`src/hw/crate_bridge_pkg.sv`:
```
package crate_bridge_pkg;

    // bridge type codes, two bits per space in the packed type word
    localparam logic [1:0] BRIDGE_NONE = 2'd0;
    localparam logic [1:0] BRIDGE_LINK = 2'd1;
    localparam logic [1:0] BRIDGE_CTL  = 2'd2;
    localparam logic [1:0] BRIDGE_HK   = 2'd3;

    // 27-bit crate space, bits 26:25 pick the board space
    localparam int ADDR_W   = 27;
    localparam int DATA_W   = 32;
    localparam int N_SPACES = 4;

    // cycles from request start until a link request is forced to end
    localparam int TIMEOUT_CYCLES = 64;
    localparam int TIMEOUT_W      = $clog2(TIMEOUT_CYCLES);
    // counter load value, reaches zero on the last allowed cycle
    localparam logic [TIMEOUT_W-1:0] TIMEOUT_LOAD = TIMEOUT_W'(TIMEOUT_CYCLES - 1);

    // what the processor reads back from a failed or unreachable space
    localparam logic [DATA_W-1:0] ERROR_WORD = {DATA_W{1'b1}};

    // sequencer state codes
    localparam logic [2:0] SEQ_IDLE    = 3'd0;
    localparam logic [2:0] SEQ_HEADER  = 3'd1;
    localparam logic [2:0] SEQ_DATA    = 3'd2;
    localparam logic [2:0] SEQ_WAIT    = 3'd3;
    localparam logic [2:0] SEQ_RESPOND = 3'd4;

    // how a request leaves the bridge
    typedef enum logic [1:0] {
        ROUTE_LINK,
        ROUTE_NONE,
        ROUTE_INVALID,
        ROUTE_UNSUPPORTED
    } route_class_t;

    // one command stream word, either a header or raw write data
    typedef union packed {
        struct packed {
            // set for a read, a write follows with a data beat
            logic        rd;
            logic [5:0]  zero;
            // word address inside the board space
            logic [22:0] addr;
            logic [1:0]  pad;
        } hdr;
        logic [DATA_W-1:0] raw;
    } cmd_word_u;

endpackage
```
`src/hw/crate_bridge_top.sv`:
```
`timescale 1ns/100ps
module crate_bridge_top (
    input  logic                                   wb_clk_i,
    input  logic                                   wb_rst_i,
    // two type bits per space
    input  logic [7:0]                             bridge_type_i,
    // four valid bits per space, bit 1 is the link
    input  logic [15:0]                            bridge_valid_i,
    input  logic                                   bridge_cyc_i,
    input  logic                                   bridge_stb_i,
    input  logic                                   bridge_we_i,
    input  logic [crate_bridge_pkg::ADDR_W-1:0]    bridge_adr_i,
    input  logic [crate_bridge_pkg::DATA_W-1:0]    bridge_dat_i,
    // byte selects are ignored, whole words only
    input  logic [3:0]                             bridge_sel_i,
    input  logic                                   m_cmd_tready_i,
    input  logic                                   s_resp_tvalid_i,
    input  logic [crate_bridge_pkg::DATA_W-1:0]    s_resp_tdata_i,
    input  logic [1:0]                             s_resp_tuser_i,
    output logic                                   bridge_ack_o,
    output logic                                   bridge_err_o,
    output logic                                   bridge_rty_o,
    output logic [crate_bridge_pkg::DATA_W-1:0]    bridge_dat_o,
    output logic                                   m_cmd_tvalid_o,
    output logic [crate_bridge_pkg::DATA_W-1:0]    m_cmd_tdata_o,
    output logic                                   m_cmd_tlast_o,
    output logic [1:0]                             m_cmd_tdest_o,
    output logic                                   s_resp_tready_o,
    output logic [crate_bridge_pkg::N_SPACES-1:0]  timeout_reached_o,
    output logic [crate_bridge_pkg::N_SPACES-1:0]  invalid_o
);

    crate_bridge_pkg::route_class_t route;
    logic req;
    logic idle;
    logic no_link;
    logic read_wait;
    logic timeout;
    logic error_resp;
    logic resp_match;
    logic route_invalid;

    assign req           = bridge_cyc_i && bridge_stb_i;
    assign route_invalid = (route == crate_bridge_pkg::ROUTE_INVALID);

    // decode, route per space from the latched types
    crate_route_decode u_decode (
        .wb_clk_i       (wb_clk_i),
        .wb_rst_i       (wb_rst_i),
        .bridge_type_i  (bridge_type_i),
        .bridge_valid_i (bridge_valid_i),
        .req_i          (req),
        .idle_i         (idle),
        .space_i        (bridge_adr_i[26:25]),
        .route_o        (route),
        .no_link_o      (no_link)
    );

    // execute, drives the command stream and ack
    crate_link_sequencer u_sequencer (
        .wb_clk_i       (wb_clk_i),
        .wb_rst_i       (wb_rst_i),
        .cyc_i          (bridge_cyc_i),
        .stb_i          (bridge_stb_i),
        .we_i           (bridge_we_i),
        .adr_i          (bridge_adr_i),
        .dat_i          (bridge_dat_i),
        .route_i        (route),
        .m_cmd_tready_i (m_cmd_tready_i),
        .resp_match_i   (resp_match),
        .ack_o          (bridge_ack_o),
        .idle_o         (idle),
        .m_cmd_tvalid_o (m_cmd_tvalid_o),
        .m_cmd_tdata_o  (m_cmd_tdata_o),
        .m_cmd_tlast_o  (m_cmd_tlast_o),
        .m_cmd_tdest_o  (m_cmd_tdest_o),
        .read_wait_o    (read_wait),
        .timeout_o      (timeout),
        .error_resp_o   (error_resp)
    );

    // result, read data and per-space flags
    crate_response_capture u_capture (
        .wb_clk_i          (wb_clk_i),
        .wb_rst_i          (wb_rst_i),
        .s_resp_tvalid_i   (s_resp_tvalid_i),
        .s_resp_tdata_i    (s_resp_tdata_i),
        .s_resp_tuser_i    (s_resp_tuser_i),
        .space_i           (bridge_adr_i[26:25]),
        .read_wait_i       (read_wait),
        .no_link_i         (no_link),
        .timeout_i         (timeout),
        .error_resp_i      (error_resp),
        .invalid_i         (route_invalid),
        .s_resp_tready_o   (s_resp_tready_o),
        .resp_match_o      (resp_match),
        .dat_o             (bridge_dat_o),
        .timeout_reached_o (timeout_reached_o),
        .invalid_o         (invalid_o)
    );

    // failures show up as all ones, never as bus errors
    assign bridge_err_o = 1'b0;
    assign bridge_rty_o = 1'b0;

endmodule

```
`src/hw/crate_response_capture.sv`:
```
`timescale 1ns/100ps
module crate_response_capture (
    input  logic                                   wb_clk_i,
    input  logic                                   wb_rst_i,
    input  logic                                   s_resp_tvalid_i,
    input  logic [crate_bridge_pkg::DATA_W-1:0]    s_resp_tdata_i,
    input  logic [1:0]                             s_resp_tuser_i,
    input  logic [1:0]                             space_i,
    input  logic                                   read_wait_i,
    input  logic                                   no_link_i,
    input  logic                                   timeout_i,
    input  logic                                   error_resp_i,
    input  logic                                   invalid_i,
    output logic                                   s_resp_tready_o,
    output logic                                   resp_match_o,
    output logic [crate_bridge_pkg::DATA_W-1:0]    dat_o,
    output logic [crate_bridge_pkg::N_SPACES-1:0]  timeout_reached_o,
    output logic [crate_bridge_pkg::N_SPACES-1:0]  invalid_o
);

    logic [crate_bridge_pkg::DATA_W-1:0]   dat_q;
    logic [crate_bridge_pkg::N_SPACES-1:0] space_onehot;
    logic [crate_bridge_pkg::N_SPACES-1:0] timeout_q;
    logic [crate_bridge_pkg::N_SPACES-1:0] invalid_q;

    // drain the stream while waiting, or always if no link space exists
    // beats for other spaces are taken and dropped
    assign s_resp_tready_o = read_wait_i || no_link_i;
    assign resp_match_o    = read_wait_i && s_resp_tvalid_i && (s_resp_tuser_i == space_i);

    // read data, valid while ack is up
    always_ff @(posedge wb_clk_i) begin
        if (error_resp_i) begin
            dat_q <= crate_bridge_pkg::ERROR_WORD;
        end else if (resp_match_o) begin
            dat_q <= s_resp_tdata_i;
        end
    end

    assign dat_o = dat_q;

    // one bit per space for the flag outputs
    always_comb begin
        for (int i = 0; i < crate_bridge_pkg::N_SPACES; i++) begin
            space_onehot[i] = (space_i == i);
        end
    end

    // single-cycle flags, made sticky outside the bridge
    // they land together with ack
    always_ff @(posedge wb_clk_i) begin
        if (wb_rst_i) begin
            timeout_q <= '0;
            invalid_q <= '0;
        end else begin
            timeout_q <= timeout_i ? space_onehot : '0;
            invalid_q <= (error_resp_i && invalid_i) ? space_onehot : '0;
        end
    end

    assign timeout_reached_o = timeout_q;
    assign invalid_o         = invalid_q;

endmodule

```
`src/hw/crate_link_sequencer.sv`:
```
`timescale 1ns/100ps
module crate_link_sequencer (
    input  logic                                  wb_clk_i,
    input  logic                                  wb_rst_i,
    input  logic                                  cyc_i,
    input  logic                                  stb_i,
    input  logic                                  we_i,
    input  logic [crate_bridge_pkg::ADDR_W-1:0]   adr_i,
    input  logic [crate_bridge_pkg::DATA_W-1:0]   dat_i,
    input  crate_bridge_pkg::route_class_t        route_i,
    input  logic                                  m_cmd_tready_i,
    input  logic                                  resp_match_i,
    output logic                                  ack_o,
    output logic                                  idle_o,
    output logic                                  m_cmd_tvalid_o,
    output logic [crate_bridge_pkg::DATA_W-1:0]   m_cmd_tdata_o,
    output logic                                  m_cmd_tlast_o,
    output logic [1:0]                            m_cmd_tdest_o,
    output logic                                  read_wait_o,
    output logic                                  timeout_o,
    output logic                                  error_resp_o
);

    logic [2:0]                               state_q;
    logic [2:0]                               state_d;
    logic [crate_bridge_pkg::TIMEOUT_W-1:0]   tmo_cnt;
    logic                                     req;
    // high in the states that talk to the link
    logic                                     busy;
    crate_bridge_pkg::cmd_word_u              cmd_word;

    assign req  = cyc_i && stb_i;
    assign busy = (state_q == crate_bridge_pkg::SEQ_HEADER) ||
                  (state_q == crate_bridge_pkg::SEQ_DATA) ||
                  (state_q == crate_bridge_pkg::SEQ_WAIT);

    // down counter, armed when the strobe is first seen
    always_ff @(posedge wb_clk_i) begin
        if (wb_rst_i) begin
            tmo_cnt <= '0;
        end else if (state_q == crate_bridge_pkg::SEQ_IDLE && req) begin
            tmo_cnt <= crate_bridge_pkg::TIMEOUT_LOAD;
        end else if (busy && tmo_cnt != '0) begin
            tmo_cnt <= tmo_cnt - 1'b1;
        end
    end

    // last cycle a link request may stay open
    assign timeout_o = busy && (tmo_cnt == '0);

    always_comb begin
        state_d = state_q;
        case (state_q)
            crate_bridge_pkg::SEQ_IDLE: begin
                if (req) begin
                    if (route_i == crate_bridge_pkg::ROUTE_LINK) begin
                        state_d = crate_bridge_pkg::SEQ_HEADER;
                    end else begin
                        // nothing to send, answer straight away
                        state_d = crate_bridge_pkg::SEQ_RESPOND;
                    end
                end
            end
            // header always goes out, a write adds a data beat
            crate_bridge_pkg::SEQ_HEADER: begin
                if (timeout_o) begin
                    state_d = crate_bridge_pkg::SEQ_RESPOND;
                end else if (m_cmd_tready_i) begin
                    state_d = we_i ? crate_bridge_pkg::SEQ_DATA : crate_bridge_pkg::SEQ_WAIT;
                end
            end
            crate_bridge_pkg::SEQ_DATA: begin
                if (timeout_o || m_cmd_tready_i) begin
                    state_d = crate_bridge_pkg::SEQ_RESPOND;
                end
            end
            // read waits for a beat tagged with our space
            crate_bridge_pkg::SEQ_WAIT: begin
                if (timeout_o || resp_match_i) begin
                    state_d = crate_bridge_pkg::SEQ_RESPOND;
                end
            end
            crate_bridge_pkg::SEQ_RESPOND: state_d = crate_bridge_pkg::SEQ_IDLE;
            default:                       state_d = crate_bridge_pkg::SEQ_IDLE;
        endcase
    end

    always_ff @(posedge wb_clk_i) begin
        if (wb_rst_i) begin
            state_q <= crate_bridge_pkg::SEQ_IDLE;
        end else begin
            state_q <= state_d;
        end
    end

    // error data is loaded on the way into respond
    // covers timeout and every route that never reaches the link
    assign error_resp_o = timeout_o ||
                          (state_q == crate_bridge_pkg::SEQ_IDLE && req &&
                           route_i != crate_bridge_pkg::ROUTE_LINK);

    // header carries the read flag and word address
    always_comb begin
        if (state_q == crate_bridge_pkg::SEQ_DATA) begin
            cmd_word.raw = dat_i;
        end else begin
            cmd_word.hdr.rd   = !we_i;
            cmd_word.hdr.zero = '0;
            cmd_word.hdr.addr = adr_i[24:2];
            cmd_word.hdr.pad  = '0;
        end
    end

    assign m_cmd_tvalid_o = (state_q == crate_bridge_pkg::SEQ_HEADER) ||
                            (state_q == crate_bridge_pkg::SEQ_DATA);
    assign m_cmd_tdata_o  = cmd_word.raw;
    // a read is a single beat
    assign m_cmd_tlast_o  = (state_q == crate_bridge_pkg::SEQ_DATA) || !we_i;
    assign m_cmd_tdest_o  = adr_i[26:25];

    assign ack_o       = (state_q == crate_bridge_pkg::SEQ_RESPOND);
    assign idle_o      = (state_q == crate_bridge_pkg::SEQ_IDLE);
    assign read_wait_o = (state_q == crate_bridge_pkg::SEQ_WAIT);

    // stalled beat must not move, relies on the host holding its request
    assert property (@(posedge wb_clk_i) disable iff (wb_rst_i)
        m_cmd_tvalid_o && !m_cmd_tready_i && !timeout_o
        |=> m_cmd_tvalid_o && $stable(m_cmd_tdata_o))
        else $error("command beat changed under back-pressure");

    // each ack answers a strobe the host still held on the edge before
    // a second ack cycle would follow a dropped request
    assert property (@(posedge wb_clk_i) disable iff (wb_rst_i)
        ack_o |-> $past(cyc_i && stb_i))
        else $error("ack without an open request");

endmodule

```
`src/hw/crate_route_decode.sv`:
```
`timescale 1ns/100ps
module crate_route_decode (
    input  logic                           wb_clk_i,
    input  logic                           wb_rst_i,
    input  logic [7:0]                     bridge_type_i,
    input  logic [15:0]                    bridge_valid_i,
    input  logic                           req_i,
    input  logic                           idle_i,
    input  logic [1:0]                     space_i,
    output crate_bridge_pkg::route_class_t route_o,
    output logic                           no_link_o
);

    // types as seen by the request in flight
    logic [7:0] type_q;
    // selected space's type and its four valid bits
    logic [1:0] sel_type;
    logic [3:0] sel_valid;
    logic       any_link;
    logic       no_link_q;

    // only follow the type register between requests
    // so a change mid-request waits for the next one
    always_ff @(posedge wb_clk_i) begin
        if (wb_rst_i) begin
            type_q <= {crate_bridge_pkg::N_SPACES{crate_bridge_pkg::BRIDGE_NONE}};
        end else if (idle_i && !req_i) begin
            type_q <= bridge_type_i;
        end
    end

    assign sel_type  = type_q[space_i*2 +: 2];
    assign sel_valid = bridge_valid_i[space_i*4 +: 4];

    // any space that still talks over the link
    always_comb begin
        any_link = 1'b0;
        for (int i = 0; i < crate_bridge_pkg::N_SPACES; i++) begin
            if (type_q[i*2 +: 2] == crate_bridge_pkg::BRIDGE_LINK) begin
                any_link = 1'b1;
            end
        end
    end

    // with no link space the response stream is just drained
    always_ff @(posedge wb_clk_i) begin
        if (wb_rst_i) begin
            no_link_q <= 1'b1;
        end else begin
            no_link_q <= !any_link;
        end
    end

    assign no_link_o = no_link_q;

    // a space whose link is reported down is refused outright
    always_comb begin
        if (!sel_valid[crate_bridge_pkg::BRIDGE_LINK]) begin
            route_o = crate_bridge_pkg::ROUTE_INVALID;
        end else begin
            case (sel_type)
                crate_bridge_pkg::BRIDGE_NONE: route_o = crate_bridge_pkg::ROUTE_NONE;
                crate_bridge_pkg::BRIDGE_LINK: route_o = crate_bridge_pkg::ROUTE_LINK;
                // control line and housekeeping paths are not built
                crate_bridge_pkg::BRIDGE_CTL:  route_o = crate_bridge_pkg::ROUTE_UNSUPPORTED;
                crate_bridge_pkg::BRIDGE_HK:   route_o = crate_bridge_pkg::ROUTE_UNSUPPORTED;
                default:                       route_o = crate_bridge_pkg::ROUTE_UNSUPPORTED;
            endcase
        end
    end

    // the sequencer steers on this the moment a strobe arrives
    assert property (@(posedge wb_clk_i) disable iff (wb_rst_i)
        req_i |-> !$isunknown(route_o))
        else $error("route class unknown during a request");

endmodule

```
`config.mk`:
```
export PLATFORM = sky130hd
export DESIGN_NAME = crate_bridge_top
export DESIGN_NICKNAME = d
export VERILOG_FILES = /design/src/hw/crate_bridge_pkg.sv /design/src/hw/crate_bridge_top.sv /design/src/hw/crate_response_capture.sv /design/src/hw/crate_link_sequencer.sv /design/src/hw/crate_route_decode.sv
export SDC_FILE = /design/constraint.sdc
export NUM_CORES = 1
export LEC_CHECK = 0
export BUFFER_PORTS_ARGS = -buffer_cell sky130_fd_sc_hd__clkbuf_2
export CORE_ASPECT_RATIO = 0.7
export CORE_UTILIZATION = 37
export CTS_CLUSTER_DIAMETER = 150
export DETAILED_ROUTE_END_ITERATION = 7
export GPL_ROUTABILITY_DRIVEN = 0
export HOLD_SLACK_MARGIN = 0.05
export MAX_ROUTING_LAYER = met4
export PLACE_DENSITY = 0.87
export SYNTH_ARGS = -nofsm -noshare
export SYNTH_HDL_FRONTEND = slang
export SYNTH_HIERARCHICAL = 1
export SYNTH_SLANG_ARGS = --single-unit
```
`constraint.sdc`:
```
create_clock -name wb_clk_i -period 2.1 [get_ports wb_clk_i]
set_clock_uncertainty 0.15 [all_clocks]
set_input_delay 0.42 -clock wb_clk_i [delete_from_list [all_inputs] [get_ports wb_clk_i]]
set_output_delay 0.42 -clock wb_clk_i [all_outputs]
set_load 0.01 [all_outputs]
```
==> results.cfg, run 1 <==
[clock_tree]
htreeDepth = 3
path_clk_slew_ns = 0.05
cts_buffers = 9
root_buffer = clkbuf_16
clock-sinks = 58
cts.path.max_buffers = 2
cts.hold.buffers_added = 0
cts_tree = done
clk-insertion-delay-late_ns = 0.32

[global_route]
gr-total-overflow = 0
antenna_found_initial = 0
grt_max_degree = 33
grt_pass1_wl_mm = 15.0
grt_pass1_vias = 3307
track_usage_pct = 23.5

[final_layout]
syn2layout_area_growth_pct = 70.0
nFillCells = 561
final_cells = 647
final_core_util_pct = 67.1
drive_above_1_share_pct = 54.1
multi_input_area_sq_mm = 0.00178
regArea_sq_mm = 0.00117
nets = 673
fin_area_sq_mm = 0.00506
diodes = 0

[synth]
synth_ff_type = dfxtp_1
ys_ff_latch = 58
ys_warn_count = 6
async_flop_share_pct = 0
syn_area_sq_mm = 0.00298
synth_cells = 332
synth_edf_count = 0
synth_top_area_share_pct = 39.0
synth-seq-area-share_pct = 39.0
synth_most_common_cell = nor2_1
syn_area_per_cell_sq_um = 8.97
synth.distinct_cells = 44
netlist.top_cell.by_area = dfxtp_1
yosys-top-cells-count = nor2_1 (86), dfxtp_1 (58), mux2i_1 (42)
synth_area_leaders = dfxtp_1 (39%), mux2i_1 (14%), nor2_1 (11%)

[outcome]
violations = negative setup slack
status = finished, violations left

[worst_hold_path]
hold_depth = 3
hp-class = input port to register
min_to = u_decode/type_q[2]
hold_start = bridge_type_i[2]

[sta]
rsz0062_at_grt = true
finalMaxSlewViolations = 0
fin_crit_sh_pct = 105
setup_viol = 24
worst_slew_pin_slew_ns = 0.537
worst_slack_ns = -0.104
report.final.hold_viol_count = 0
fmax_mhz = 454
slew_headroom_pct = 64.2
fin_crit_ns = 2.20

[routing]
num_vias = 3237
drt-total-wl_mm = 10.8
drc = 0
drtIter0Drc = 187
routed_via_density = 5.00
dr.pass1.iters = 4
drt.antenna.violating_nets = 0
wl_per_cell_um = 16.8

[placed_design]
dp_hpwl_mm = 6.80
dp_cells = 612
placed_area_sq_mm = 0.00410
port_buffers = 187
pre_cts_ws_ns = -0.335

[flow_run]
drv_cap = 0

[die]
dieArea_sq_mm = 0.00842
initial_core_util_pct = 39.5
ios = 208
num_rows = 26
fp.dieW_um = 109
die_h_um = 77.1
core_area_sq_mm = 0.00755

[worst_setup_path]
r2r-start = u_decode/type_q[7]
r2r_end = u_sequencer/state_q[0]
cp.required_ns = 1.53
critPathLaunchType = register
path_class = register to primary output
cp_data_arrival_time_ns = 1.63
end_kind = primary output
reg2regPathDepth = 7
cp_max_fo = 6
r2r_setup_slack_ns = -0.03

[power_and_ir_drop]
ir_worst_vdd_mv = 0.475
fin_total_pwr_mw = 3.44
leakage_nw = 2.65
cellPowerDensity_mw_per_mm2 = 679
-- repair_timing --
item,in CTS,in global routing
buffers inserted,5,4
gates cloned,3,7
endpoints found under the setup margin,26,65
pin swaps,0,11
resized for setup,33,75
-- cells by family (layout without fill, tap and decap cells) --
group           count (synthesis)  count (layout)  synth area share [%]
mux                            68              68                  25.1
flops                          58              58                  39.0
xor+xnor                        4               4                  1.18
buf+inv                        37             253                  6.47
other cells                     1               2                 0.126
fa+ha+maj                       1               1                 0.420
simple gates                  134             134                  20.9
compound gates                 29              29                  6.85
-- through the flow --
stage	hold WS, ns	TNS [ns]
after global placement	0.337	-7.78
after floorplan	0.314	-2.90
final	0.200	-1.79
after global routing	0.206	-3.03
after detailed placement	0.333	-9.95
after CTS	0.187	-1.61
-- area by class of cell --
type / count / area share (%)
flip-flops and latches: 58 / 23.1
well taps: 98 / 2.42
repair buffers: 226 / 32.4
clock inverters: 4 / 0.988
inverters: 11 / 0.865
multi-input cells: 238 / 35.2
clock buffers: 12 / 5.06
-- registers in the layout (all words and copies together) (netlist names) --
name                         cells
u_capture/invalid_o              4
u_decode/no_link_o               1
u_sequencer/state_q              3
u_capture/dat_o                 32
u_capture/timeout_reached_o      4
u_decode/type_q                  8
u_sequencer/tmo_cnt              6
-- worst max-delay path, stage by stage (launching register included) --
cell     delay (ns)
dfxtp_4        0.34
inv_2          0.06
and3_4         0.21
buf_12         0.12
buf_12         0.11
mux2_2         0.34
buf_6          0.13
-- routing by layer --
metal	vias up	wire length (um)	track usage [%]
li1	1544	-	-
met1	1501	4250	24.5
met5	-	0	-
met4	0	261	6.93
met3	21	835	5.10
met2	171	5490	43.7
-- worst max path at each step --
stage | start | endpoint | slack [ns]
2_1_floorplan | u_sequencer/tmo_cnt[2] | u_capture/dat_o[20] | -0.1
3_3_place_gp | bridge_adr_i[25] | u_sequencer/state_q[0] | -0.26
3_5_place_dp | bridge_adr_i[25] | u_capture/dat_o[20] | -0.34
4_1_cts | u_sequencer/state_q[0] | m_cmd_tdata_o[21] | -0.09
5_1_grt | u_sequencer/state_q[0] | m_cmd_tdata_o[16] | -0.15
6_report | u_sequencer/state_q[0] | m_cmd_tdata_o[16] | -0.10
-- placed cells by master (no fill, tap or decap), types with 3 or more instances in the layout --
master / n
nand3_1: 4
dfxtp_1: 52
nor2_1: 84
a21oi_1: 4
clkbuf_16: 14
and2_1: 4
buf_12: 6
dfxtp_2: 5
nand2b_1: 5
nor3_1: 3
nand2_1: 6
mux2_2: 5
buf_6: 23
mux2_4: 18
mux4_2: 3
buf_16: 3
and2_4: 5
a31oi_1: 4
mux2i_1: 42
xnor2_1: 3
or3_1: 4
buf_8: 5
o211ai_1: 3
clkbuf_2: 160
buf_4: 23
inv_1: 8
o21ai_0: 3
-- where the power goes --
| group | internal (mW) | switching (mW) | total (mW) | leakage [nW] |
|---|---|---|---|---|
| clock network | 0.980 | 0.496 | 1.48 | 0.145 |
| registers | 1.14 | 0.0293 | 1.17 | 0.475 |
| logic | 0.421 | 0.373 | 0.794 | 2.03 |
Note: power is estimated with default switching activity, not from simulation.
==> run 2: changes to the inputs <==
==> constraint.sdc (replaced) <==
create_clock -name wb_clk_i -period 1.9 [get_ports wb_clk_i]
set_clock_uncertainty 0.15 [all_clocks]
set_input_delay 0.38 -clock wb_clk_i [delete_from_list [all_inputs] [get_ports wb_clk_i]]
set_output_delay 0.38 -clock wb_clk_i [all_outputs]
set_load 0.01 [all_outputs]
==> results.cfg, run 2 (synthesis results as in run 1) <==
[sta]
setup_viol = 73
worst_slew_pin_slew_ns = 0.558
slew_headroom_pct = 62.8
fmax_mhz = 474
fin_crit_ns = 2.11
report.final.hold_viol_count = 0
rsz0062_at_grt = true
worst_slack_ns = -0.208
finalMaxSlewViolations = 0
tns_ns = -7.93
fin_crit_sh_pct = 111

[clock_tree]
htreeDepth = 3
cts_tree = done
cts.path.max_buffers = 2
cts_buffers = 9
clock-sinks = 58
clk-insertion-delay-late_ns = 0.32
path_clk_slew_ns = 0.05
root_buffer = clkbuf_16

[power_and_ir_drop]
leakage_nw = 2.76
fin_total_pwr_mw = 3.86
ir_worst_vdd_mv = 0.619
cellPowerDensity_mw_per_mm2 = 694

[worst_setup_path]
critPathLaunchType = register
cp_slowest_cell = mux4_2
cp.required_ns = 2.00
cp_num_buf_inv = 1
critPathMaxStageDelay_ns = 0.50
end_kind = register
critical_path.cell_chain = mux4_2, inv_4, nand2_4, or3_1, a211oi_2, mux2i_1, o2bb2ai_1
critical-path-top-delay-family = multiplexers
cp_max_fo = 4
path_class = register to register
cp_data_arrival_time_ns = 2.21

[final_layout]
layout_common_cells = clkbuf_2 (156), dfxtp_1 (53), nor2_4 (47)
drive_above_1_share_pct = 68.2
layout_commonest_cell = clkbuf_2
final_cells = 664
diodes = 0
regArea_sq_mm = 0.00117
nets = 691
syn2layout_area_growth_pct = 86.6
largest_register_ff_count = 32
final_core_util_pct = 73.7
multi_input_area_sq_mm = 0.00223
nFillCells = 497

[global_route]
track_usage_pct = 27.4
antenna_found_initial = 0
grt_max_degree = 33
grt_pass1_wl_mm = 17.3
grt_pass1_vias = 3537
gr-total-overflow = 0

[routing]
drt-total-wl_mm = 12.6
routed_via_density = 5.25
drc = 0
drtIter0Drc = 204
wl_per_cell_um = 18.9
num_vias = 3484
drt.antenna.violating_nets = 0
dr.pass1.iters = 6

[die]
ios = 208
core_area_sq_mm = 0.00755
fp.dieW_um = 109
num_rows = 26
die_h_um = 77.1
dieArea_sq_mm = 0.00842
initial_core_util_pct = 39.5

[placed_design]
dp_cells = 626
pre_cts_ws_ns = -0.439
port_buffers = 187
dp_hpwl_mm = 7.08

[outcome]
status = finished, violations left
violations = negative setup slack

[flow_run]
drv_cap = 0

[worst_hold_path]
hp-class = input port to register
run 2: changes by cell type in the layout (fill, tap and decap cells not counted), moves of 5 or more:
cell	delta
nor2_2	+18
nor2_1	-64
buf_4	+14
mux2_2	-5
buf_6	+15
mux2_4	+5
nor2_4	+46
run 2: worst register-to-register path: cells and delay by family, from the launching register on:
family          cells  cell delay, ns
compound gates      2            0.40
flops               1            0.31
buf+inv             1            0.10
mux                 2            0.64
simple gates        2            0.43
run 2: through the flow:
step / cell area (sq um) / hold slack (ns)
floorplan: 3090 / 0.307
global placement: 4200 / 0.335
detailed placement: 4200 / 0.345
CTS: 5250 / 0.135
global route: 5560 / 0.163
finish: 5560 / 0.150
run 2: cell type report:
class,instances,area share (%)
multi-input cells,238,40.1
clock inverters,3,0.270
inverters,11,0.788
repair buffers,244,31.1
well taps,98,2.21
flip-flops and latches,58,21.0
clock buffers,12,4.61
run 2: path summary, 6_finish.rpt:
path	start	endpoint	slack, ns	cells past startpoint
hold / removal	bridge_type_i[5]	u_decode/type_q[5]	0.15	3
hold reg to reg	u_sequencer/tmo_cnt[5]	u_sequencer/tmo_cnt[5]	0.37	2
setup / recovery	u_decode/type_q[7]	u_sequencer/state_q[0]	-0.21	7
setup reg to reg	u_decode/type_q[7]	u_sequencer/state_q[0]	-0.21	7
run 2: power by group:
| group | switching (mW) | internal (mW) | total (mW) | leakage [nW] |
|---|---|---|---|---|
| clock network | 0.518 | 0.937 | 1.45 | 0.138 |
| registers | 0.0226 | 1.26 | 1.28 | 0.474 |
| logic | 0.556 | 0.567 | 1.12 | 2.15 |
| total | 1.10 | 2.76 | 3.86 | 2.76 |
run 2: what timing repair did:
action	4_1_cts	5_1_grt
cloned	8	1
pin swaps	11	11
setup endpoints to repair	67	77
gates resized for setup	121	131
endpoints found under the hold margin	0	0
hold buffers	0	0
buffers inserted	17	5
run 2: routing by layer:
| metal | vias up | GRT usage [%] | wire [um] |
|---|---|---|---|
| met5 | - | - | 0 |
| li1 | 1580 | - | - |
| met4 | 0 | 7.60 | 418 |
| met3 | 40 | 7.06 | 773 |
| met2 | 180 | 46.6 | 6360 |
| met1 | 1684 | 31.6 | 5000 |
